File: src/spi_byte_link.sv
// SPI mode 3 slave that turns address/data bytes into one-cycle register read/write requests
`timescale 1ns/1ps

module spi_byte_link (
    input  logic       clk,
    input  logic       rst,
    input  logic       spi_cs,
    input  logic       spi_sck,
    input  logic       spi_mosi,
    output logic       spi_miso,
    input  logic [7:0] req_rdata,
    input  logic       addr_hold,
    output logic [7:0] req_addr,
    output logic [7:0] req_wdata,
    output logic       req_ren,
    output logic       req_wen
);

    logic       last_sck;
    logic       data_phase;
    logic [2:0] bit_cnt;
    logic [6:0] rx_shift;
    logic [7:0] tx_shift;
    logic [7:0] rx_byte;
    logic       sck_rise;
    logic       sck_fall;
    logic       byte_done;

    // SCK idles high, mosi sampled on rise, miso driven on fall
    assign sck_rise  = !spi_cs && !last_sck && spi_sck;
    assign sck_fall  = !spi_cs && last_sck && !spi_sck;
    assign rx_byte   = {rx_shift, spi_mosi};
    assign byte_done = sck_rise && (bit_cnt == 3'd7);

    always_ff @(posedge clk or posedge rst) begin
        if (rst) begin
            last_sck   <= 1'b1;
            data_phase <= 1'b0;
            bit_cnt    <= 3'd0;
            req_ren    <= 1'b0;
            req_wen    <= 1'b0;
            spi_miso   <= 1'b1;
            tx_shift   <= 8'hff;
        end else begin
            last_sck <= spi_sck;
            // First byte of a transaction is the address, the rest are data
            req_ren  <= byte_done && !data_phase;
            req_wen  <= byte_done && data_phase;
            if (spi_cs) begin
                data_phase <= 1'b0;
                bit_cnt    <= 3'd0;
                spi_miso   <= 1'b1;
                tx_shift   <= 8'hff;
            end else begin
                if (sck_rise) begin
                    bit_cnt <= bit_cnt + 3'd1;
                    if (bit_cnt == 3'd7) begin
                        data_phase <= 1'b1;
                    end
                end
                // Zeros shift in behind the read byte, so later bytes read 0x00
                if (req_ren) begin
                    tx_shift <= req_rdata;
                end else if (sck_fall) begin
                    spi_miso <= tx_shift[7];
                    tx_shift <= {tx_shift[6:0], 1'b0};
                end
            end
        end
    end

    always_ff @(posedge clk) begin
        if (sck_rise) begin
            rx_shift <= rx_byte[6:0];
        end
        if (byte_done && !data_phase) begin
            req_addr <= rx_byte;
        end else if (req_wen && !addr_hold) begin
            req_addr <= req_addr + 8'd1;
        end
        if (byte_done && data_phase) begin
            req_wdata <= rx_byte;
        end
    end

    a_req_exclusive: assert property (@(posedge clk) disable iff (rst)
        !(req_ren && req_wen));

endmodule

File: config.mk
export PLATFORM = sky130hd
export DESIGN_NAME = spi_byte_link
export DESIGN_NICKNAME = d
export VERILOG_FILES = /design/src/spi_byte_link.sv
export SDC_FILE = /design/constraint.sdc
export NUM_CORES = 1
export LEC_CHECK = 0
export BUFFER_PORTS_ARGS = -buffer_cell sky130_fd_sc_hd__buf_2
export CAP_MARGIN = 30
export CORE_UTILIZATION = 50
export CTS_CLUSTER_DIAMETER = 120
export CTS_CLUSTER_SIZE = 30
export DETAILED_ROUTE_END_ITERATION = 10
export PLACE_DENSITY = 0.83
export SKIP_LAST_GASP = 1
export SYNTH_ARGS = -nofsm -noshare
export SYNTH_HDL_FRONTEND = slang
export SYNTH_SLANG_ARGS = --single-unit
export TNS_END_PERCENT = 30
File: constraint.sdc
create_clock -name clk -period 2.7 [get_ports clk]
set_clock_uncertainty 0.15 [all_clocks]
set_input_delay 0.27 -clock clk [delete_from_list [all_inputs] [get_ports clk]]
set_output_delay 0.27 -clock clk [all_outputs]
set_load 0.02 [all_outputs]
==> impl_metrics.yaml <==
run_status:
  run_status: "complete, no violations"
synthesis:
  yosysTopAreaCellShare_pct: 39.4
  yosysMostFrequentCell: "edfxtp_1"
  ys_seq_elements: 39
  postSynthCellCount: 124
  synth_simple_gate_area_share_pct: 12.4
  yosys_warnings: 0
  yosys.area.top_type: "edfxtp_1"
  synth.avg_cell_area_um2: 14.1
  yosysSeqAreaShare_pct: 63.0
  synthMuxAreaShare_pct: 9.06
  synth_area_um2: 1750
  synth_edf_count: 23
  synth-xor-area-share_pct: 2.00
  synthTopCellsByCount: "edfxtp_1, dfstp_2, nor2b_1"
  synth-async-reset-ratio_pct: 41.0
  syn-num-nets: 141
  synth_top_family_by_area: "simple AND/OR/NAND/NOR gates"
  ys_top_cells_by_area: "edfxtp_1, dfstp_2, dfrtp_1, mux2_4, nor2b_1"
  synth_adder_area_share_pct: 2.14
  synth_ff_type: "edfxtp_1"
  yosysUniqueCellTypes: 37
  synth_compound_area_share_pct: 8.07
worst_setup_path:
  reg2reg_depth: 5
  cpPeakStageDelay_ps: 590
  crit_fanout: 7
  cp-endpoint: "rx_shift[1]"
  r2r_slack_ps: 650
  rr_startpoint: "bit_cnt[0]"
  cp_cell_sequence: "dlygate4sd3_1 > buf_2 > nor2b_1 > nor2b_1"
  cp-start-kind: "input pin"
  r2r-end: "req_addr[4]"
  criticalPathCategory: "in2reg"
  crit_buf_inv: 2
  critPathTopFamily: "simple AND/OR/NAND/NOR gates"
  crit_path_start: "spi_sck"
  cp.depth: 4
  cpMostUsedCell: "nor2b_1"
  end_kind: "flip-flop"
  crit_arrival_ps: 1900
  crit_slowest_cell: "nor2b_1"
  cp.required_ps: 2530
clocking:
  cts_root_buf: "clkbuf_4"
  path_clk_slew_ps: 110
  cts-htree-levels: 2
  cts_buffers: 5
  cts_resized: 0
  cts_buffer_depth: 2
  tritoncts: "done"
  clock_latency_ps: 340
  post_cts_buffers: 0
  cts_sinks: 39
layout:
  final_area_um2: 2040
  diodes: 0
  syn_to_final_growth_pct: 16.2
  seqCellArea_um2: 1100
  final_cells: 208
  final_nets: 178
  final_layout_size_suffix_gt1_share_pct: 38.3
  multiInputGateArea_um2: 591
  final_util_pct: 61.0
  fill_cells: 274
timing:
  slew_headroom_pct: 53.5
  fin_crit_ps: 2060
  rsz0062_at_grt: "false"
  fin_tns_setup_ps: 0
  period_share_pct: 76.5
  holdWs_ps: 18.6
  finalSetupViolCount: 0
  finalMaxSlewViolations: 0
  worstMarginPinSlew_ps: 693
  max_freq_mhz: 484
  hold_violations: 0
route:
  wl_met2_um: 1660
  drc: 0
  drtIter0Drc: 18
  totalWireLength_um: 3210
  antenna_left: 0
  routed_via_density: 5.38
  wl_met1_um: 1390
  wl_met3_um: 119
  via_count: 1119
  dr.pass1.iters: 4
  wl_per_cell_um: 15.4
  top_layer: "met4"
floorplanning:
  die_w_um: 61.2
  coreArea_um2: 3340
  pin_count: 33
  die_h_um: 61.2
  core.rowCount: 21
  start_util_pct: 52.5
  die_area_um2: 3750
global_route:
  grt_overflow: 0
  grt_pass1_wl_um: 5050
  antenna_found_initial: 0
  grt_pass1_vias: 1042
  grtUsageTotal_pct: 19.6
  grt_max_degree: 19
pwr:
  p_leak_uw: 0.000800
  p_per_area_nw_per_um2: 529
  peakVddDrop_mv: 0.299
place:
  detailed_place_hpwl_um: 2280
  port_buffers: 32
  dp.cells: 197
  globalplace.congestion: 0.840
  placed_cell_area_um2: 1930
hold_path:
  hold_class: "in2reg"
flow_run:
  maxCapViolCount: 0
## layout make-up
| class | count | share of cell area [%] |
|---|---|---|
| Clock buffer | 5 | 1.84 |
| Clock inverter | 3 | 1.90 |
| Inverter | 5 | 0.921 |
| Multi-Input combinational cell | 75 | 29.0 |
| Sequential cell | 39 | 54.2 |
| Tap cell | 46 | 2.83 |
| Timing Repair Buffer | 35 | 9.34 |
## state kept, by name (all words and copies together) (netlist names)
register    flops
rx_shift        7
data_phase      1
tx_shift        8
bit_cnt         3
spi_miso        1
last_sck        1
req_ren         1
req_wen         1
req_addr        8
req_wdata       8
## logic make-up after synthesis
kind of cell | count (synthesis)
compound gates | 20
xor+xnor | 4
fa+ha+maj | 3
buf+inv | 10
flops | 39
mux | 12
simple gates | 36
## worst min-delay path by stage
stage            startpoint           to  cells past startpoint
2_1_floorplan           rst   bit_cnt[0]                      1
3_3_place_gp            rst   bit_cnt[1]                      2
3_5_place_dp            rst   bit_cnt[1]                      2
4_1_cts        req_rdata[0]  tx_shift[0]                      3
5_1_grt        req_rdata[0]  tx_shift[0]                      3
6_report       req_rdata[0]  tx_shift[0]                      3
## worst min-delay path: stages
cell and delay, ps:
buf_2 80, a21oi_1 50, o21ai_0 70
## layer usage
| layer | global-route usage (%) | vias to the layer above |
|---|---|---|
| met2 | 32.6 | 31 |
| met1 | 24.1 | 549 |
| met3 | 5.88 | 6 |
| li1 | - | 533 |
| met4 | 7.79 | 0 |
| met5 | 0 | - |
## metrics by stage
step / setup slack, ps / total power (uW)
floorplan: 849 / 696
global placement: 778 / 709
detailed placement: 683 / 711
CTS: 635 / 1090
global route: 521 / 1120
finish: 636 / 1080
## where the power goes
part / switching, uW / internal, uW / total (uW)
clock network: 186 / 190 / 376
logic: 26.2 / 26.6 / 52.8
registers: 6.24 / 643 / 649
total: 218 / 860 / 1080
## cell usage in the layout, fill, tap and decap left out, drive strengths merged, types with 4 or more instances in the layout
master | netlist | final
a211o | 7 | 7
clkbuf | 1 | 5
dfstp | 10 | 10
edfxtp | 23 | 23
o21ai | 5 | 5
xnor2 | 4 | 4
inv | 4 | 4
nand3 | 5 | 5
buf | 3 | 32
dfrtp | 6 | 6
mux2 | 10 | 10
a21oi | 4 | 4
nor2 | 5 | 5
nor2b | 10 | 10
## timing repair
item                       4_1_cts  5_1_grt
hold buffers                     3        0
setup endpoints to repair        0        0
hold endpoints to repair         9        0
No activity file was read; power rests on OpenSTA's default activity.
