`config.mk`:
```
export PLATFORM = sky130hd
export DESIGN_NAME = op_fifo
export DESIGN_NICKNAME = d
export VERILOG_FILES = /design/src/epd_csr_pkg.sv /design/src/op_fifo.sv
export SDC_FILE = /design/constraint.sdc
export NUM_CORES = 1
export LEC_CHECK = 0
export BUFFER_PORTS_ARGS = -buffer_cell sky130_fd_sc_hd__buf_2
export CAP_MARGIN = 20
export CORE_AREA = 3 3 81 83
export DETAILED_ROUTE_END_ITERATION = 8
export DIE_AREA = 0 0 84 86
export GPL_ROUTABILITY_DRIVEN = 0
export HOLD_SLACK_MARGIN = 0.06
export PLACE_DENSITY = 0.45
export SLEW_MARGIN = 15
export SYNTH_ARGS = -nofsm -noshare
export SYNTH_HDL_FRONTEND = slang
export SYNTH_SLANG_ARGS = --single-unit
```
`constraint.sdc`:
```
create_clock -name clk -period 6 [get_ports clk]
set_input_delay 0 -clock clk [delete_from_list [all_inputs] [get_ports clk]]
set_output_delay 0 -clock clk [all_outputs]
set_load 0.02 [all_outputs]
```
`src/epd_csr_pkg.sv`:
```
// Shared register map, field widths and operation record for the EPD control subsystem
package epd_csr_pkg;

    // CSR address map, one byte per register
    localparam logic [7:0] csr_addr_status      = 8'h00;
    localparam logic [7:0] csr_addr_enable      = 8'h01;
    localparam logic [7:0] csr_addr_lut_frame   = 8'h02;
    localparam logic [7:0] csr_addr_lut_addr_hi = 8'h03;
    localparam logic [7:0] csr_addr_lut_addr_lo = 8'h04;
    localparam logic [7:0] csr_addr_lut_wr      = 8'h05;
    localparam logic [7:0] csr_addr_op_left_hi  = 8'h06;
    localparam logic [7:0] csr_addr_op_left_lo  = 8'h07;
    localparam logic [7:0] csr_addr_op_right_hi = 8'h08;
    localparam logic [7:0] csr_addr_op_right_lo = 8'h09;
    localparam logic [7:0] csr_addr_op_top_hi   = 8'h0a;
    localparam logic [7:0] csr_addr_op_top_lo   = 8'h0b;
    localparam logic [7:0] csr_addr_op_bot_hi   = 8'h0c;
    localparam logic [7:0] csr_addr_op_bot_lo   = 8'h0d;
    localparam logic [7:0] csr_addr_op_param    = 8'h0e;
    localparam logic [7:0] csr_addr_op_length   = 8'h0f;
    localparam logic [7:0] csr_addr_op_cmd      = 8'h10;
    localparam logic [7:0] csr_addr_h_active_hi = 8'h11;
    localparam logic [7:0] csr_addr_h_active_lo = 8'h12;
    localparam logic [7:0] csr_addr_v_active_hi = 8'h13;
    localparam logic [7:0] csr_addr_v_active_lo = 8'h14;

    // Field widths
    localparam int coord_w     = 12;
    localparam int lut_addr_w  = 12;
    localparam int lut_frame_w = 6;

    // Frame count must agree with the default waveform table
    localparam logic [lut_frame_w-1:0] lut_frame_reset = 6'd38;

    localparam int op_fifo_depth = 4;

    // Status byte layout
    localparam int status_bit_enable   = 0;
    localparam int status_bit_queue    = 3;
    localparam int status_bit_held     = 4;
    localparam int status_bit_ready    = 5;
    localparam int status_bit_overflow = 6;

    typedef struct packed {
        logic [7:0]         cmd;
        logic [7:0]         param;
        logic [7:0]         length;
        logic [coord_w-1:0] left;
        logic [coord_w-1:0] right;
        logic [coord_w-1:0] top;
        logic [coord_w-1:0] bottom;
    } op_rec_t;

endpackage

```
`src/op_fifo.sv`:
```
// First-word fall-through queue with valid/ready output and sticky overflow flag
`timescale 1ns/1ps

module op_fifo #(
    parameter type payload_t = logic [7:0]
) (
    input  logic     clk,
    input  logic     rst,
    input  logic     push,
    input  payload_t push_data,
    output logic     out_valid,
    output payload_t out_data,
    input  logic     out_ready,
    output logic     not_empty,
    output logic     held,
    output logic     overflow
);
    import epd_csr_pkg::*;

    localparam int ptr_w = $clog2(op_fifo_depth);

    payload_t                       mem [op_fifo_depth];
    logic [ptr_w-1:0]               head;
    logic [ptr_w-1:0]               tail;
    logic [$clog2(op_fifo_depth+1)-1:0] count;
    logic                           full;
    logic                           do_push;
    logic                           do_pop;

    assign full      = (count == op_fifo_depth);
    assign do_push   = push && !full;
    assign do_pop    = out_valid && out_ready;
    assign out_valid = (count != 0);
    assign out_data  = mem[head];
    assign not_empty = out_valid;
    assign held      = out_valid && !out_ready;

    always_ff @(posedge clk or posedge rst) begin
        if (rst) begin
            head     <= '0;
            tail     <= '0;
            count    <= '0;
            overflow <= 1'b0;
        end else begin
            if (do_push) tail <= tail + 1'b1;
            if (do_pop) head <= head + 1'b1;
            count <= count + do_push - do_pop;
            // A dropped record is remembered until reset
            if (push && full) overflow <= 1'b1;
        end
    end

    always_ff @(posedge clk) begin
        if (do_push) begin
            mem[tail] <= push_data;
        end
    end

    a_hold_stable: assert property (@(posedge clk) disable iff (rst)
        out_valid && !out_ready |=> out_valid && $stable(out_data));

endmodule

```
==> impl_metrics.toml <==
[final_layout]
drive_gt1_share_pct = 35.4
fillers = 566
syn_to_final_growth_pct = 19.6
multi_input_comb_area_um2 = 518
design_area_um2 = 2090
n_diodes = 0
net_count_of_the_finished_layout = 145
register_area_um2 = 1160

[clock_network]
cts_setup_buffers = 0
cts_inserted_buffers = 5
cts_hold_buffers = 10
post_cts_sizing_count = 0
clk-insertion-delay-late_ns = 0.29
h-tree-depth = 2
cts.clk_slew.worst_paths_ns = 0.07
clock_path_buffers = 2
clock_sink_count = 40
tritoncts = "built"
cts.root.buffer_cell = "sky130_fd_sc_hd__clkbuf_8"

[synth]
number_of_enable_type_register_cells_in_the_synthesized_netlist = 32
yosys_most_used_dff = "sky130_fd_sc_hd__edfxtp_1"
synth_cell_type_count = 26
synth-seq-cells = 40
seq_area_frac_synth_pct = 66.5
asyncSetResetFlopFracSynth_pct = 20.0
yosysWarnings = 0
synth_nets = 111
post_synth_inst_count = 93
syn_area_per_cell_um2 = 18.8
syn-cell-area_um2 = 1750

[sta]
setup_tns_final_ns = 0
timing.final.crit_share_pct = 34.4
final_setup_violating_endpoints = 0
period_minus_slack_ns = 2.06
grt_setup_unrepaired = "false"
max_slew_margin_pct = 57.5
slew_viol_final = 0
hold_viol_final = 0
worst_skew_ns = 0.00354
max_freq_mhz = 485
worstMarginPinSlew_ns = 0.637

[grt]
number_of_antenna_violations_at_the_first_check_in_global_routing = 0
grt_start_max_net_pins = 13
grt_pass1_vias = 938
globalRouteTotalUtil_pct = 9.18
grt_pass1_wl_mm = 4.80
grt_overflow_total = 0

[die]
die_area_um2 = 7220
core_um2 = 5920
die_y_um = 86
initial_utilization_pct = 29.5
die_width_um = 84
num_rows = 28
num_io_pins = 24

[detailed_routing]
viasPerCell = 4.40
ant_nets = 0
drc = 0
num_vias = 888
postRouteWirelength_mm = 3.02
drt_iter0_markers = 29
post_drt_wl_per_cell_um = 15.0
initial_drt_pass_iterations = 3

[worst_setup_path]
critical_path.most_common_cell = "sky130_fd_sc_hd__xnor2_1"
timing.critical_path.max_delay_family = "adder cells"
worst-setup-path-type = "reg2reg"
timing.critical_path.arrival_ns = 2.23
crit_path_top_delay_cell = "sky130_fd_sc_hd__dfrtp_1"
cp_data_required_time_ns = 6.17
timing.critical_path.cells = "o21a_2 -> a221oi_2 -> ha_1 -> inv_1 -> fa_1 -> xnor2_1 -> xnor2_1"
critPathMaxFanout = 10
cpPeakStageDelay_ns = 0.53
critical_path_buf_inv_count = 1
worstSetupStartpointType = "flip-flop"
worst_setup_path_end_kind = "flip-flop"

[power_and_ir_drop]
power_leakage_nw = 0.769
total_power_w = 0.000965
power.density_cell_area_nw_per_um2 = 462
worst_vdd_rail_ir_drop_mv = 0.180

[run]
cap_viol_max_count = 0

[status]
status = "complete, no violations"

[placed_design]
post_dp_cell_area_um2 = 1910
post-dp-hpwl_mm = 2.04
portBuffers = 23

[hold_path]
hold_path_class = "in2reg"
-- synthesized netlist by cell type (all sizes together) (2+ instances only) --
library cell / instances / share of area (%)
edfxtp: 32 / 55
inv: 5 / 1.1
dfrtp: 8 / 11
xnor2: 4 / 2.0
and3b: 4 / 2.0
nor2: 3 / 0.65
nand2b: 3 / 1.1
o211ai: 2 / 0.86
buf: 5 / 2.4
ha: 5 / 3.6
mux4: 8 / 10
nand4bb: 2 / 1.3
-- cell type report --
| type | instances | share of cell area (%) |
|---|---|---|
| multi-input cells | 42 | 24.8 |
| well taps | 75 | 4.49 |
| inverters | 5 | 0.899 |
| flip-flops and latches | 40 | 55.6 |
| clock buffers | 5 | 3.30 |
| repair buffers | 33 | 10.3 |
| clock inverters | 2 | 0.599 |
-- worst reg2reg max path: cells and delay by family, from the launching register on --
family                   cells  cell delay, ns
XOR/XNOR                     2            0.28
AO/OA/AOI/OAI                2            0.54
buffers and inverters        1            0.05
flip-flops                   1            0.53
adder cells (fa/ha/maj)      2            0.55
-- state kept, by name, indices dropped and copies added, names as in the netlist --
name / flops
tail: 2
count: 3
mem: 32
head: 2
overflow: 1
-- routing by layer --
layer  GRT usage (%)  wire length [µm]  up-vias
li1                -                 -      418
met1            10.2              1290      447
met5               0                 0        -
met3            2.31                99        8
met4            7.02               102        0
met2            15.2              1530       15
-- worst paths after layout --
check	from	endpoint	slack (ns)	cells past startpoint
hold reg to reg	overflow$_DFFE_PP0P_	overflow$_DFFE_PP0P_	0.47	1
max in group asynchronous	rst	head[0]$_DFFE_PP0P_	5.57	3
hold / removal	out_ready	head[1]$_DFFE_PP0P_	0.07	3
setup / recovery	count[1]$_DFF_PP0_	count[2]$_DFF_PP0_	3.94	7
setup reg to reg	count[1]$_DFF_PP0_	count[2]$_DFF_PP0_	3.94	7
min in group asynchronous	rst	count[2]$_DFF_PP0_	0.20	3
-- through the flow --
step | utilization, % | hold WS [ns] | std cells | worst slack (ns)
2_1_floorplan | - | -0.184 | 93 | 4.05
3_3_place_gp | 32.2 | -0.0334 | 185 | 3.96
3_5_place_dp | 32.2 | -0.0243 | 185 | 3.93
4_1_cts | 35.3 | 0.0631 | 202 | 3.92
5_1_grt | 35.3 | 0.0721 | 202 | 3.82
6_report | 35.3 | 0.0658 | 202 | 3.94
-- cells by family after synthesis --
kind of cell    count (synthesis)  share of synthesized area [%]
flops                          40                           66.5
simple gates                   16                           7.74
buf+inv                        11                           3.80
mux                             9                           10.9
compound gates                  7                           4.30
fa+ha+maj                       6                           4.73
xor+xnor                        4                           2.01
-- where the power goes --
group / internal [W] / switching, W / leakage (nW)
Clock: 0.0000786 / 0.0000910 / 0.0400
Sequential: 0.000376 / 0.0000880 / 0.385
Combinational: 0.000168 / 0.000163 / 0.344
Total: 0.000622 / 0.000343 / 0.769
-- layout by cell type, fill, tap and decap left out, drive strengths merged, types with 2 or more instances in the layout --
| cell | instances |
|---|---|
| edfxtp | 32 |
| buf | 23 |
| dlygate4sd3 | 10 |
| mux4 | 8 |
| dfrtp | 8 |
| inv | 5 |
| ha | 5 |
| clkbuf | 5 |
| xnor2 | 4 |
| and3b | 4 |
| nand2b | 3 |
| nor2 | 3 |
| nand4bb | 2 |
| o211ai | 2 |
Power figures use the tool's default switching activity.
