`config.mk`:
```
export PLATFORM = sky130hd
export DESIGN_NAME = csr_regfile
export DESIGN_NICKNAME = d
export VERILOG_FILES = /design/src/epd_csr_pkg.sv /design/src/csr_regfile.sv
export SDC_FILE = /design/constraint.sdc
export NUM_CORES = 1
export LEC_CHECK = 0
export BUFFER_PORTS_ARGS = -buffer_cell sky130_fd_sc_hd__buf_2
export CORE_AREA = 8 8 89 131
export CTS_BUF_LIST = sky130_fd_sc_hd__clkbuf_4 sky130_fd_sc_hd__clkbuf_8
export DETAILED_ROUTE_END_ITERATION = 6
export DIE_AREA = 0 0 97 139
export GPL_TIMING_DRIVEN = 0
export PLACE_DENSITY = 0.85
export SETUP_SLACK_MARGIN = 0.02
export SYNTH_ARGS = -nofsm -noshare
export SYNTH_HDL_FRONTEND = slang
export SYNTH_SLANG_ARGS = --single-unit
```
`constraint.sdc`:
```
create_clock -name clk -period 4.3 [get_ports clk]
set_input_delay 0.86 -clock clk [delete_from_list [all_inputs] [get_ports clk]]
set_output_delay 0.86 -clock clk [all_outputs]
set_load 0.05 [all_outputs]
```
`src/epd_csr_pkg.sv`:
```
// Shared register map, field widths and operation record for the EPD control subsystem
package epd_csr_pkg;

    // CSR address map, one byte per register
    localparam logic [7:0] csr_addr_status      = 8'h00;
    localparam logic [7:0] csr_addr_enable      = 8'h01;
    localparam logic [7:0] csr_addr_lut_frame   = 8'h02;
    localparam logic [7:0] csr_addr_lut_addr_hi = 8'h03;
    localparam logic [7:0] csr_addr_lut_addr_lo = 8'h04;
    localparam logic [7:0] csr_addr_lut_wr      = 8'h05;
    localparam logic [7:0] csr_addr_op_left_hi  = 8'h06;
    localparam logic [7:0] csr_addr_op_left_lo  = 8'h07;
    localparam logic [7:0] csr_addr_op_right_hi = 8'h08;
    localparam logic [7:0] csr_addr_op_right_lo = 8'h09;
    localparam logic [7:0] csr_addr_op_top_hi   = 8'h0a;
    localparam logic [7:0] csr_addr_op_top_lo   = 8'h0b;
    localparam logic [7:0] csr_addr_op_bot_hi   = 8'h0c;
    localparam logic [7:0] csr_addr_op_bot_lo   = 8'h0d;
    localparam logic [7:0] csr_addr_op_param    = 8'h0e;
    localparam logic [7:0] csr_addr_op_length   = 8'h0f;
    localparam logic [7:0] csr_addr_op_cmd      = 8'h10;
    localparam logic [7:0] csr_addr_h_active_hi = 8'h11;
    localparam logic [7:0] csr_addr_h_active_lo = 8'h12;
    localparam logic [7:0] csr_addr_v_active_hi = 8'h13;
    localparam logic [7:0] csr_addr_v_active_lo = 8'h14;

    // Field widths
    localparam int coord_w     = 12;
    localparam int lut_addr_w  = 12;
    localparam int lut_frame_w = 6;

    // Frame count must agree with the default waveform table
    localparam logic [lut_frame_w-1:0] lut_frame_reset = 6'd38;

    localparam int op_fifo_depth = 4;

    // Status byte layout
    localparam int status_bit_enable   = 0;
    localparam int status_bit_queue    = 3;
    localparam int status_bit_held     = 4;
    localparam int status_bit_ready    = 5;
    localparam int status_bit_overflow = 6;

    typedef struct packed {
        logic [7:0]         cmd;
        logic [7:0]         param;
        logic [7:0]         length;
        logic [coord_w-1:0] left;
        logic [coord_w-1:0] right;
        logic [coord_w-1:0] top;
        logic [coord_w-1:0] bottom;
    } op_rec_t;

endpackage

```
`src/csr_regfile.sv`:
```
// Register file that executes SPI requests and feeds the LUT port and the operation queue
`timescale 1ns/1ps

module csr_regfile (
    input  logic                               clk,
    input  logic                               rst,
    input  logic [7:0]                         req_addr,
    input  logic [7:0]                         req_wdata,
    input  logic                               req_ren,
    input  logic                               req_wen,
    output logic [7:0]                         req_rdata,
    output logic                               addr_hold,
    input  logic                               sys_ready,
    input  logic                               fifo_not_empty,
    input  logic                               fifo_held,
    input  logic                               fifo_overflow,
    output logic                               enable,
    output logic [epd_csr_pkg::lut_frame_w-1:0] lut_frame,
    output logic [epd_csr_pkg::coord_w-1:0]    h_active,
    output logic [epd_csr_pkg::coord_w-1:0]    v_active,
    output logic                               lut_we,
    output logic [epd_csr_pkg::lut_addr_w-1:0] lut_wr_addr,
    output logic [7:0]                         lut_wr_data,
    output logic                               op_push,
    output epd_csr_pkg::op_rec_t               op_rec
);
    import epd_csr_pkg::*;

    logic [lut_addr_w-1:0] lut_addr;
    logic [7:0]            rec_cmd;
    logic [7:0]            rec_param;
    logic [7:0]            rec_length;
    logic [coord_w-1:0]    rec_left;
    logic [coord_w-1:0]    rec_right;
    logic [coord_w-1:0]    rec_top;
    logic [coord_w-1:0]    rec_bottom;
    logic [7:0]            status;
    logic [7:0]            rd_mux;

    // Data ports take repeated writes at one address
    assign addr_hold = (req_addr == csr_addr_lut_wr) || (req_addr == csr_addr_op_cmd);

    assign lut_wr_addr = lut_addr;
    assign op_rec = '{rec_cmd, rec_param, rec_length, rec_left, rec_right, rec_top, rec_bottom};

    always_ff @(posedge clk or posedge rst) begin
        if (rst) begin
            enable    <= 1'b0;
            lut_frame <= lut_frame_reset;
            lut_addr  <= '0;
            lut_we    <= 1'b0;
            op_push   <= 1'b0;
        end else begin
            lut_we  <= req_wen && (req_addr == csr_addr_lut_wr);
            op_push <= req_wen && (req_addr == csr_addr_op_cmd);
            // Step past the entry just written
            if (lut_we) begin
                lut_addr <= lut_addr + 1'b1;
            end
            if (req_wen) begin
                case (req_addr)
                    csr_addr_enable:      enable <= req_wdata[0];
                    csr_addr_lut_frame:   lut_frame <= req_wdata[lut_frame_w-1:0];
                    csr_addr_lut_addr_hi: lut_addr[lut_addr_w-1:8] <= req_wdata[lut_addr_w-9:0];
                    csr_addr_lut_addr_lo: lut_addr[7:0] <= req_wdata;
                    default: ;
                endcase
            end
        end
    end

    // Operation fields and timing values
    always_ff @(posedge clk) begin
        if (req_wen) begin
            case (req_addr)
                csr_addr_lut_wr:      lut_wr_data <= req_wdata;
                csr_addr_op_left_hi:  rec_left[coord_w-1:8] <= req_wdata[coord_w-9:0];
                csr_addr_op_left_lo:  rec_left[7:0] <= req_wdata;
                csr_addr_op_right_hi: rec_right[coord_w-1:8] <= req_wdata[coord_w-9:0];
                csr_addr_op_right_lo: rec_right[7:0] <= req_wdata;
                csr_addr_op_top_hi:   rec_top[coord_w-1:8] <= req_wdata[coord_w-9:0];
                csr_addr_op_top_lo:   rec_top[7:0] <= req_wdata;
                csr_addr_op_bot_hi:   rec_bottom[coord_w-1:8] <= req_wdata[coord_w-9:0];
                csr_addr_op_bot_lo:   rec_bottom[7:0] <= req_wdata;
                csr_addr_op_param:    rec_param <= req_wdata;
                csr_addr_op_length:   rec_length <= req_wdata;
                csr_addr_op_cmd:      rec_cmd <= req_wdata;
                csr_addr_h_active_hi: h_active[coord_w-1:8] <= req_wdata[coord_w-9:0];
                csr_addr_h_active_lo: h_active[7:0] <= req_wdata;
                csr_addr_v_active_hi: v_active[coord_w-1:8] <= req_wdata[coord_w-9:0];
                csr_addr_v_active_lo: v_active[7:0] <= req_wdata;
                default: ;
            endcase
        end
    end

    always_comb begin
        status = 8'h00;
        status[status_bit_enable]   = enable;
        status[status_bit_queue]    = fifo_not_empty;
        status[status_bit_held]     = fifo_held;
        status[status_bit_ready]    = sys_ready;
        status[status_bit_overflow] = fifo_overflow;
    end

    always_comb begin
        case (req_addr)
            csr_addr_status:      rd_mux = status;
            csr_addr_enable:      rd_mux = 8'(enable);
            csr_addr_lut_frame:   rd_mux = 8'(lut_frame);
            csr_addr_lut_addr_hi: rd_mux = 8'(lut_addr[lut_addr_w-1:8]);
            csr_addr_lut_addr_lo: rd_mux = lut_addr[7:0];
            csr_addr_lut_wr:      rd_mux = lut_wr_data;
            csr_addr_op_left_hi:  rd_mux = 8'(rec_left[coord_w-1:8]);
            csr_addr_op_left_lo:  rd_mux = rec_left[7:0];
            csr_addr_op_right_hi: rd_mux = 8'(rec_right[coord_w-1:8]);
            csr_addr_op_right_lo: rd_mux = rec_right[7:0];
            csr_addr_op_top_hi:   rd_mux = 8'(rec_top[coord_w-1:8]);
            csr_addr_op_top_lo:   rd_mux = rec_top[7:0];
            csr_addr_op_bot_hi:   rd_mux = 8'(rec_bottom[coord_w-1:8]);
            csr_addr_op_bot_lo:   rd_mux = rec_bottom[7:0];
            csr_addr_op_param:    rd_mux = rec_param;
            csr_addr_op_length:   rd_mux = rec_length;
            csr_addr_op_cmd:      rd_mux = rec_cmd;
            csr_addr_h_active_hi: rd_mux = 8'(h_active[coord_w-1:8]);
            csr_addr_h_active_lo: rd_mux = h_active[7:0];
            csr_addr_v_active_hi: rd_mux = 8'(v_active[coord_w-1:8]);
            csr_addr_v_active_lo: rd_mux = v_active[7:0];
            default:              rd_mux = 8'h00;
        endcase
    end

    // Read bus carries data only while the link strobes a read
    assign req_rdata = req_ren ? rd_mux : 8'h00;

    a_port_exclusive: assert property (@(posedge clk) disable iff (rst)
        !(lut_we && op_push));

endmodule

```
==> results of run 1 <==
## flip-flops by register name, indices dropped and copies added, names as in the netlist
register,cells
h_active,12
lut_wr_addr,12
rec_bottom,12
rec_left,12
rec_right,12
rec_top,12
v_active,12
lut_wr_data,8
rec_cmd,8
rec_length,8
rec_param,8
lut_frame,6
enable,1
lut_we,1
op_push,1
## critical path, delay by kind of cell
kind	cells	cell delay (ns)
and+or+nand+nor	3	1.05
buffers and inverters	3	1.06
AOI/OAI and AO/OA	2	0.40
## routing by layer
metal,vias up,part of all wire,wire length [um]
li1,2029,-,-
met1,2432,0.35,7470
met2,387,0.51,10900
met3,58,0.10,2170
met4,0,0.039,834
met5,-,0,0
## logic make-up after synthesis
| group | count (synthesis) |
|---|---|
| xor gates and xnor gates | 11 |
| buffers and inverters | 35 |
| adders and majority gates | 1 |
| muxes | 26 |
| AOI/OAI and AO/OA | 85 |
| and+or+nand+nor | 151 |
| DFF | 125 |
## cells in the final DEF (no fill, tap or decap), drive strengths merged, types with 4 or more instances in the layout
master	netlist	final
a22oi	6	6
and2	5	5
a31oi	13	13
nor3	7	7
and3	9	9
dfrtp	18	18
nor2b	5	5
clkinv	2	9
mux2i	13	13
nand3b	6	6
nand3	26	26
nand2	28	28
a32o	4	4
edfxtp	104	104
o32ai	4	4
clkbuf	18	37
xnor2	9	9
a21oi	16	16
nor2	36	36
o22ai	4	4
mux2	12	12
inv	4	8
buf	11	162
nand4	15	15
o21ai	15	15
## path summary, 6_finish.rpt
kind / endpoint / startpoint / slack [ns] / cells past startpoint
max: req_rdata[0] / req_addr[1] / 0.05 / 8
min: lut_frame[3] / lut_frame[3] / 0.53 / 1
max reg2reg: lut_wr_addr[8] / lut_wr_addr[1] / 2.57 / 6
min reg2reg: lut_frame[3] / lut_frame[3] / 0.53 / 1
max in group asynchronous: lut_frame[3] / rst / 3.26 / 2
min in group asynchronous: lut_wr_addr[6] / rst / 0.55 / 2
## power breakdown
part	internal [uW]	total (uW)	switching (uW)
logic	66.1	261	195
clock network	533	1040	506
registers	1330	1360	24.9
## layout make-up
class | instances | area [sq um]
Multi-Input combinational cell | 274 | 1770
Clock buffer | 18 | 241
Fill cell | 713 | 2960
Timing Repair Buffer | 153 | 766
Clock inverter | 14 | 160
Tap cell | 117 | 146
Buffer | 29 | 130
Inverter | 6 | 26.3
Sequential cell | 125 | 3650
## stage by stage
step            util  hold slack (ns)  cells  cell area [sq um]
3_5_place_dp   0.656            0.515    704               6460
3_3_place_gp   0.656            0.511    704               6460
4_1_cts        0.698            0.533    736               6880
5_1_grt        0.700            0.555    736               6890
2_1_floorplan      -            0.733    434               5550
6_report       0.700            0.532    736               6890
## repair_timing
item,in CTS,in global routing
resized for setup,4,4
pin swaps,0,0
buffers inserted,0,0
setup endpoints to repair,4,3
cloned,0,0
==> reports/summary.txt, run 1 <==
Worst-Margin Slew: 1.17 ns
Outcome: complete, but fails checks
CP Data Required Time: 3.44 ns
H-tree levels: 4
Final hold viol count: 0
Hpwl dp: 15.3 mm
Adder-cell share of the synthesized area: 0.00225
Peak fanout along the critical path: 9
Unique masters post-synth: 52
Mux share of post-synthesis cell area: 0.0518
Core Region: 0.00985 sq mm
TritonCTS clock tree: built
Share of the synthesized area in the top cell type: 0.563
Top cells by area, synth: edfxtp_1, dfrtp_1, nor2_1
Arr. time, crit path: 3.39 ns
Standard-cell row count: 45
Starting Density: 0.563
Max Cap Violations: 0
Initial antenna violation count: 0
Largest net degree at the start of global routing: 22
Final min period: 4.25 ns
Drt drc: 1
Reg clk slew, reported paths: 0.08 ns
Slowest stage delay, CP: 0.54 ns
Synth-to-Final Area Change: 24.2%
Met3 usage: 0.0708
Kind of start point of the critical path: primary input
Gate Count Post-Synth: 434
Top-count cell post-synth: edfxtp_1
Min-Delay Path Class: reg -> reg
Period utilization: 0.987
Die height: 139 um
GR Layer Usage met1: 0.357
Slowest library cell on the worst path: clkbuf_1
Cts bufs inserted: 17
Vias in the first global route: 5035
Max Fclk: 236 MHz
Post-route setup slack: 0.0544 ns
CP cell instances: clkbuf_1, nor2_2, and4_1, clkbuf_1, a32oi_1, and4_1, a31oi_1, buf_2
Vias per cell: 6.67
First DRT Iteration DRCs: 587
Pre-Repair DR Iteration Count: 7
Post-synth top cells: edfxtp_1, nor2_1, nand2_1
Failing checks: design-rule violations
Diode count: 0
Compound-cell area share of the yosys netlist: 0.103
Number of enable flip-flop cells after synthesis: 104
Largest area contributor in the netlist: edfxtp_1
Post-Syn Area: 0.00555 sq mm
Final Slew Violations: 0
Ys flop type: edfxtp_1
VDD IR max: 0.480 mV
Post-synthesis sequential area ratio: 0.658
Register bit total from synthesis: 125
Remaining Overflow, GRT: 0
Tot Pwr: 2650 uW
Largest family of logic cells by synthesized area: simple AND/OR/NAND/NOR gates
Post-layout nets: 631
CTS Sinks: 125
Syn_area_per_cell: 12.8 sq um
Ys Warns: 0
GRT Max-Usage Layer: met2
Final setup fails: 0
Post-route ant nets: 0
Die area: 0.0135 sq mm
Layout cells sized above 1: 0.347
RSZ-0062 raised after global routing: no
Final clock skew: 0.00405 ns
Worst-Skew Late Latency: 0.44 ns
Routability cong.: 0.980
WL final: 21.4 mm
GRT Total Usage: 0.309
PwrDens: 385 mW/mm^2
Pre-CTS WS: -0.147 ns
Wire per inst: 29.1 um
Hold buffers post-CTS: 0
Static Leak: 0.00260 uW
First-pass GRT wire length: 31.2 mm
Kind of critical path: in -> out
PortBufs: 153
Critical Path Sink Type: output port
Xor and xnor fraction of the mapped netlist area: 0.0174
Met2 Resource Use GR: 0.526
Via count: 4906
Synth Net Count: 459
Clock Tree Root: clkbuf_8
Slew HR: 0.216
Asr flop ratio synth: 0.168
IO Count: 158
CTS max path bufs: 2
Setup TNS: 0 ns
Chip Width: 97 um
Simple-gate area share of the yosys netlist: 0.141
Note: power is estimated with default switching activity, not from simulation.
==> run 2, diff against run 1 <==
- ABC_AREA: unset -> 1
- CORE_AREA: 8 8 89 131 -> 8 8 90 132
- DIE_AREA: 0 0 97 139 -> 0 0 98 140
- PLACE_DENSITY: 0.85 -> 0.84
- SLEW_MARGIN: unset -> 25
==> run 2 against run 1 <==
  * The flow now finishes without violations
  * Sequential share of layout area fell by 1.4 points
  * First-iteration DRC count fell by 3.1%
  * Critical path type unchanged
  * Clock power rose by 8%
  * Total power fell by 0.70%
  * Utilization rose by 1.1 points
  * Worst hold slack got worse by 0.025 ns
  * Register-to-register slack got worse by 0.12 ns
  * Largest power group unchanged
==> reports/summary.txt, run 2 <==
Outcome: completed (was complete, but fails checks)
IO Count: 158 (unchanged)
GRT Total Usage: 0.298 (was 0.309)
Standard-cell row count: 45 (unchanged)
Largest net degree at the start of global routing: 22 (unchanged)
Synth-to-Final Area Change: 25.4% (was 24.2%)
Asr flop ratio synth: 0.168 (unchanged)
Top cells by area, synth: edfxtp_1, nand3_1, dfrtp_1 (was edfxtp_1, dfrtp_1, nor2_1)
Post-synthesis sequential area ratio: 0.647 (was 0.658)
Comb pwr share: 0.069 (was 0.098)
Final hold viol count: 0 (unchanged)
H-tree levels: 4 (unchanged)
Compound-cell area share of the yosys netlist: 0.0255 (was 0.103)
Post-CTS setup buffers: 0 (unchanged)
Ys flop type: edfxtp_1 (unchanged)
Final Slew Violations: 0 (unchanged)
Largest delay share family, worst path: simple AND/OR/NAND/NOR gates (was buffers and inverters)
Peak fanout along the critical path: 10 (was 9)
Die height: 140 um (was 139 um)
First DRT Iteration DRCs: 569 (was 587)
Final min period: 3.83 ns (was 4.25 ns)
First-pass GRT wire length: 30.5 mm (was 31.2 mm)
CP cell instances: buf_2, nor2_1, nand3_2, nor2_1, o21a_1, nor2_1, a21oi_1, buf_2 (was clkbuf_1, nor2_2, and4_1, clkbuf_1, a32oi_1, and4_1, a31oi_1, buf_2)
Largest family of logic cells by synthesized area: simple AND/OR/NAND/NOR gates (unchanged)
Pre-Repair DR Iteration Count: 5 (was 7)
Max Fclk: 261 MHz (was 236 MHz)
Critical Path Sink Type: output port (unchanged)
Kind of start point of the critical path: primary input (unchanged)
Worst-Skew Late Latency: 0.44 ns (about the same)
Hpwl dp: 15.1 mm (was 15.3 mm)
Via count: 5115 (was 4906)
CTS max path bufs: 2 (unchanged)
Top-count cell post-synth: nand2_1 (was edfxtp_1)
Ys Warns: 0 (unchanged)
Clock power frac: 0.424 (was 0.391)
Most frequent cells in the layout: buf_2, nand2_1, edfxtp_1 (was buf_2, edfxtp_1, nor2_1)
Setup TNS: 0 ns (unchanged)
Share of the synthesized area in the top cell type: 0.553 (was 0.563)
WL final: 20.2 mm (was 21.4 mm)
Wire per inst: 23.7 um (was 29.1 um)
Cts bufs inserted: 17 (unchanged)
Initial antenna violation count: 0 (unchanged)
CTS Sinks: 125 (unchanged)
Post-Syn Area: 0.00565 sq mm (was 0.00555 sq mm)
Simple-gate area share of the yosys netlist: 0.271 (was 0.141)
Post-layout nets: 748 (was 631)
Final Non-Filler Cells: 853 (was 736)
Reg power frac: 0.507 (was 0.510)
# resized after CTS: 0 (was 4)
Syn_area_per_cell: 10.4 sq um (was 12.8 sq um)
Kind of critical path: in -> out (unchanged)
Chip Width: 98 um (was 97 um)
Sw Ratio: 0.256 (was 0.273)
Slew HR: 0.395 (was 0.216)
Max Cap Violations: 0 (unchanged)
Hold depth: 2 (was 1)
TritonCTS clock tree: built (unchanged)
Hold buffers post-CTS: 0 (unchanged)
PwrDens: 372 mW/mm^2 (was 385 mW/mm^2)
VDD IR max: 0.296 mV (was 0.480 mV)
Diode count: 0 (unchanged)
Period utilization: 0.891 (was 0.987)
Remaining Overflow, GRT: 0 (unchanged)
Worst-Margin Slew: 0.898 ns (was 1.17 ns)
Slowest library cell on the worst path: nor2_1 (was clkbuf_1)
Vias per cell: 6.00 (was 6.67)
Unique masters post-synth: 33 (was 52)
Reg clk slew, reported paths: 0.08 ns (about the same)
Worst path most repeated cell: nor2_1
Mux share of post-synthesis cell area: 0.00598 (was 0.0518)
Starting Density: 0.567 (was 0.563)
Final setup fails: 0 (unchanged)
Number of enable flip-flop cells after synthesis: 104 (unchanged)
CP Data Required Time: 3.44 ns (about the same)
Static Leak: 0.00311 uW (was 0.00260 uW)
R2r worst-path depth: 7 (was 6)
Layout fillers: 750 (was 713)
Synth Net Count: 566 (was 459)
Adder-cell share of the synthesized area: 0.00221 (was 0.00225)
Clock Tree Root: clkbuf_8 (unchanged)
Routability cong.: 0.934 (was 0.980)
RSZ-0062 raised after global routing: no (unchanged)
Placed insts: 821 (was 704)
Post-route ant nets: 0 (unchanged)
PortBufs: 157 (was 153)
Core Region: 0.00997 sq mm (was 0.00985 sq mm)
Internal power: 1960 uW (was 1930 uW)
Xor and xnor fraction of the mapped netlist area: 0.0140 (was 0.0174)
Min-Delay Path Class: reg -> reg (unchanged)
Gate Count Post-Synth: 541 (was 434)
CP Depth: 8 (unchanged)
Register bit total from synthesis: 125 (unchanged)
Final clock skew: 0.00602 ns (was 0.00405 ns)
Slowest stage delay, CP: 0.61 ns (was 0.54 ns)
Vias in the first global route: 5266 (was 5035)
Arr. time, crit path: 2.97 ns (was 3.39 ns)
Drt drc: 0 (was 1)
Layout cells sized above 1: 0.341 (was 0.347)
Worst path buffer plus inverter count: 2 (was 3)
Largest area contributor in the netlist: edfxtp_1 (unchanged)
Post-synth top cells: nand2_1, edfxtp_1, nand3_1 (was edfxtp_1, nor2_1, nand2_1)
Commonest non-fill, non-tap cell in the layout: buf_2 (unchanged)
Die area: 0.0137 sq mm (was 0.0135 sq mm)
P_sw: 675 uW (was 725 uW)
==> run 2: changes by cell type in the layout (fill, tap and decap cells not counted), moves of 7 or more <==
cell / previous run / this run
and3_1: 9 / 1
mux2_2: 12 / 3
a31oi_1: 13 / 1
clkbuf_1: 18 / 1
buf_2: 157 / 169
nor2_4: 0 / 8
xnor2_1: 9 / 2
inv_1: 4 / 24
mux2i_1: 13 / 0
nand2_1: 28 / 113
nand3_1: 26 / 103
inv_2: 0 / 8
nor2_1: 35 / 68
nand4_1: 15 / 3
==> run 2: worst reg2reg max path, delay by kind of cell, from the launching register on <==
| family | cells | cell delay [ns] |
|---|---|---|
| compound gates | 1 | 0.08 |
| flops | 1 | 0.48 |
| simple gates | 4 | 0.79 |
| xor+xnor | 1 | 0.19 |
| fa+ha+maj | 1 | 0.19 |
==> run 2: power groups by stage <==
| stage | logic, uW | clock network [uW] | registers [uW] |
|---|---|---|---|
| 2_1_floorplan | 64.3 | 0 | 1400 |
| 3_3_place_gp | 174 | 0 | 1360 |
| 3_5_place_dp | 180 | 0 | 1360 |
| 4_1_cts | 180 | 1110 | 1340 |
| 5_1_grt | 192 | 1160 | 1340 |
| 6_report | 182 | 1120 | 1340 |
==> run 2: kinds of logic after synthesis <==
| family | Yosys count |
|---|---|
| mux | 3 |
| xor+xnor | 9 |
| simple gates | 329 |
| fa+ha+maj | 1 |
| compound gates | 28 |
| buf+inv | 46 |
| flops | 125 |
==> run 2: through the flow <==
step	hold slack (ns)	total power (uW)	setup slack (ns)	utilization	area [sq um]
4_1_cts	0.510	2630	0.528	0.711	7080
3_5_place_dp	0.498	1540	0.536	0.668	6650
6_report	0.506	2640	0.468	0.711	7080
3_3_place_gp	0.503	1540	0.599	0.660	6580
2_1_floorplan	0.602	1470	0.996	-	5650
5_1_grt	0.551	2690	0.479	0.711	7080
==> run 2: routing by layer <==
metal / vias up / track usage / routed length, um
met5: - / 0 / 0
met4: 0 / 0.149 / 797
met3: 67 / 0.0635 / 1560
met2: 345 / 0.540 / 11000
met1: 2459 / 0.316 / 6930
li1: 2244 / - / -
==> run 2: area by class of cell <==
class / instances / area, sq um / share of cell area
sequential: 125 / 3650 / 0.516
multi-input combinational: 370 / 1840 / 0.259
timing repair buffer: 163 / 821 / 0.116
clock buffer: 18 / 248 / 0.0350
clock inverter: 14 / 183 / 0.0258
tap: 117 / 146 / 0.0207
inverter: 33 / 124 / 0.0175
buffer: 13 / 73.8 / 0.0104
==> run 2: worst paths after layout <==
check | start | end | slack (ns)
max | req_addr[7] | req_rdata[0] | 0.47
min | lut_frame[1] | lut_frame[1] | 0.51
max reg2reg | lut_wr_addr[0] | lut_wr_addr[10] | 2.45
min reg2reg | lut_frame[1] | lut_frame[1] | 0.51
max in group asynchronous | rst | lut_wr_addr[4] | 3.24
min in group asynchronous | rst | lut_wr_addr[1] | 0.56
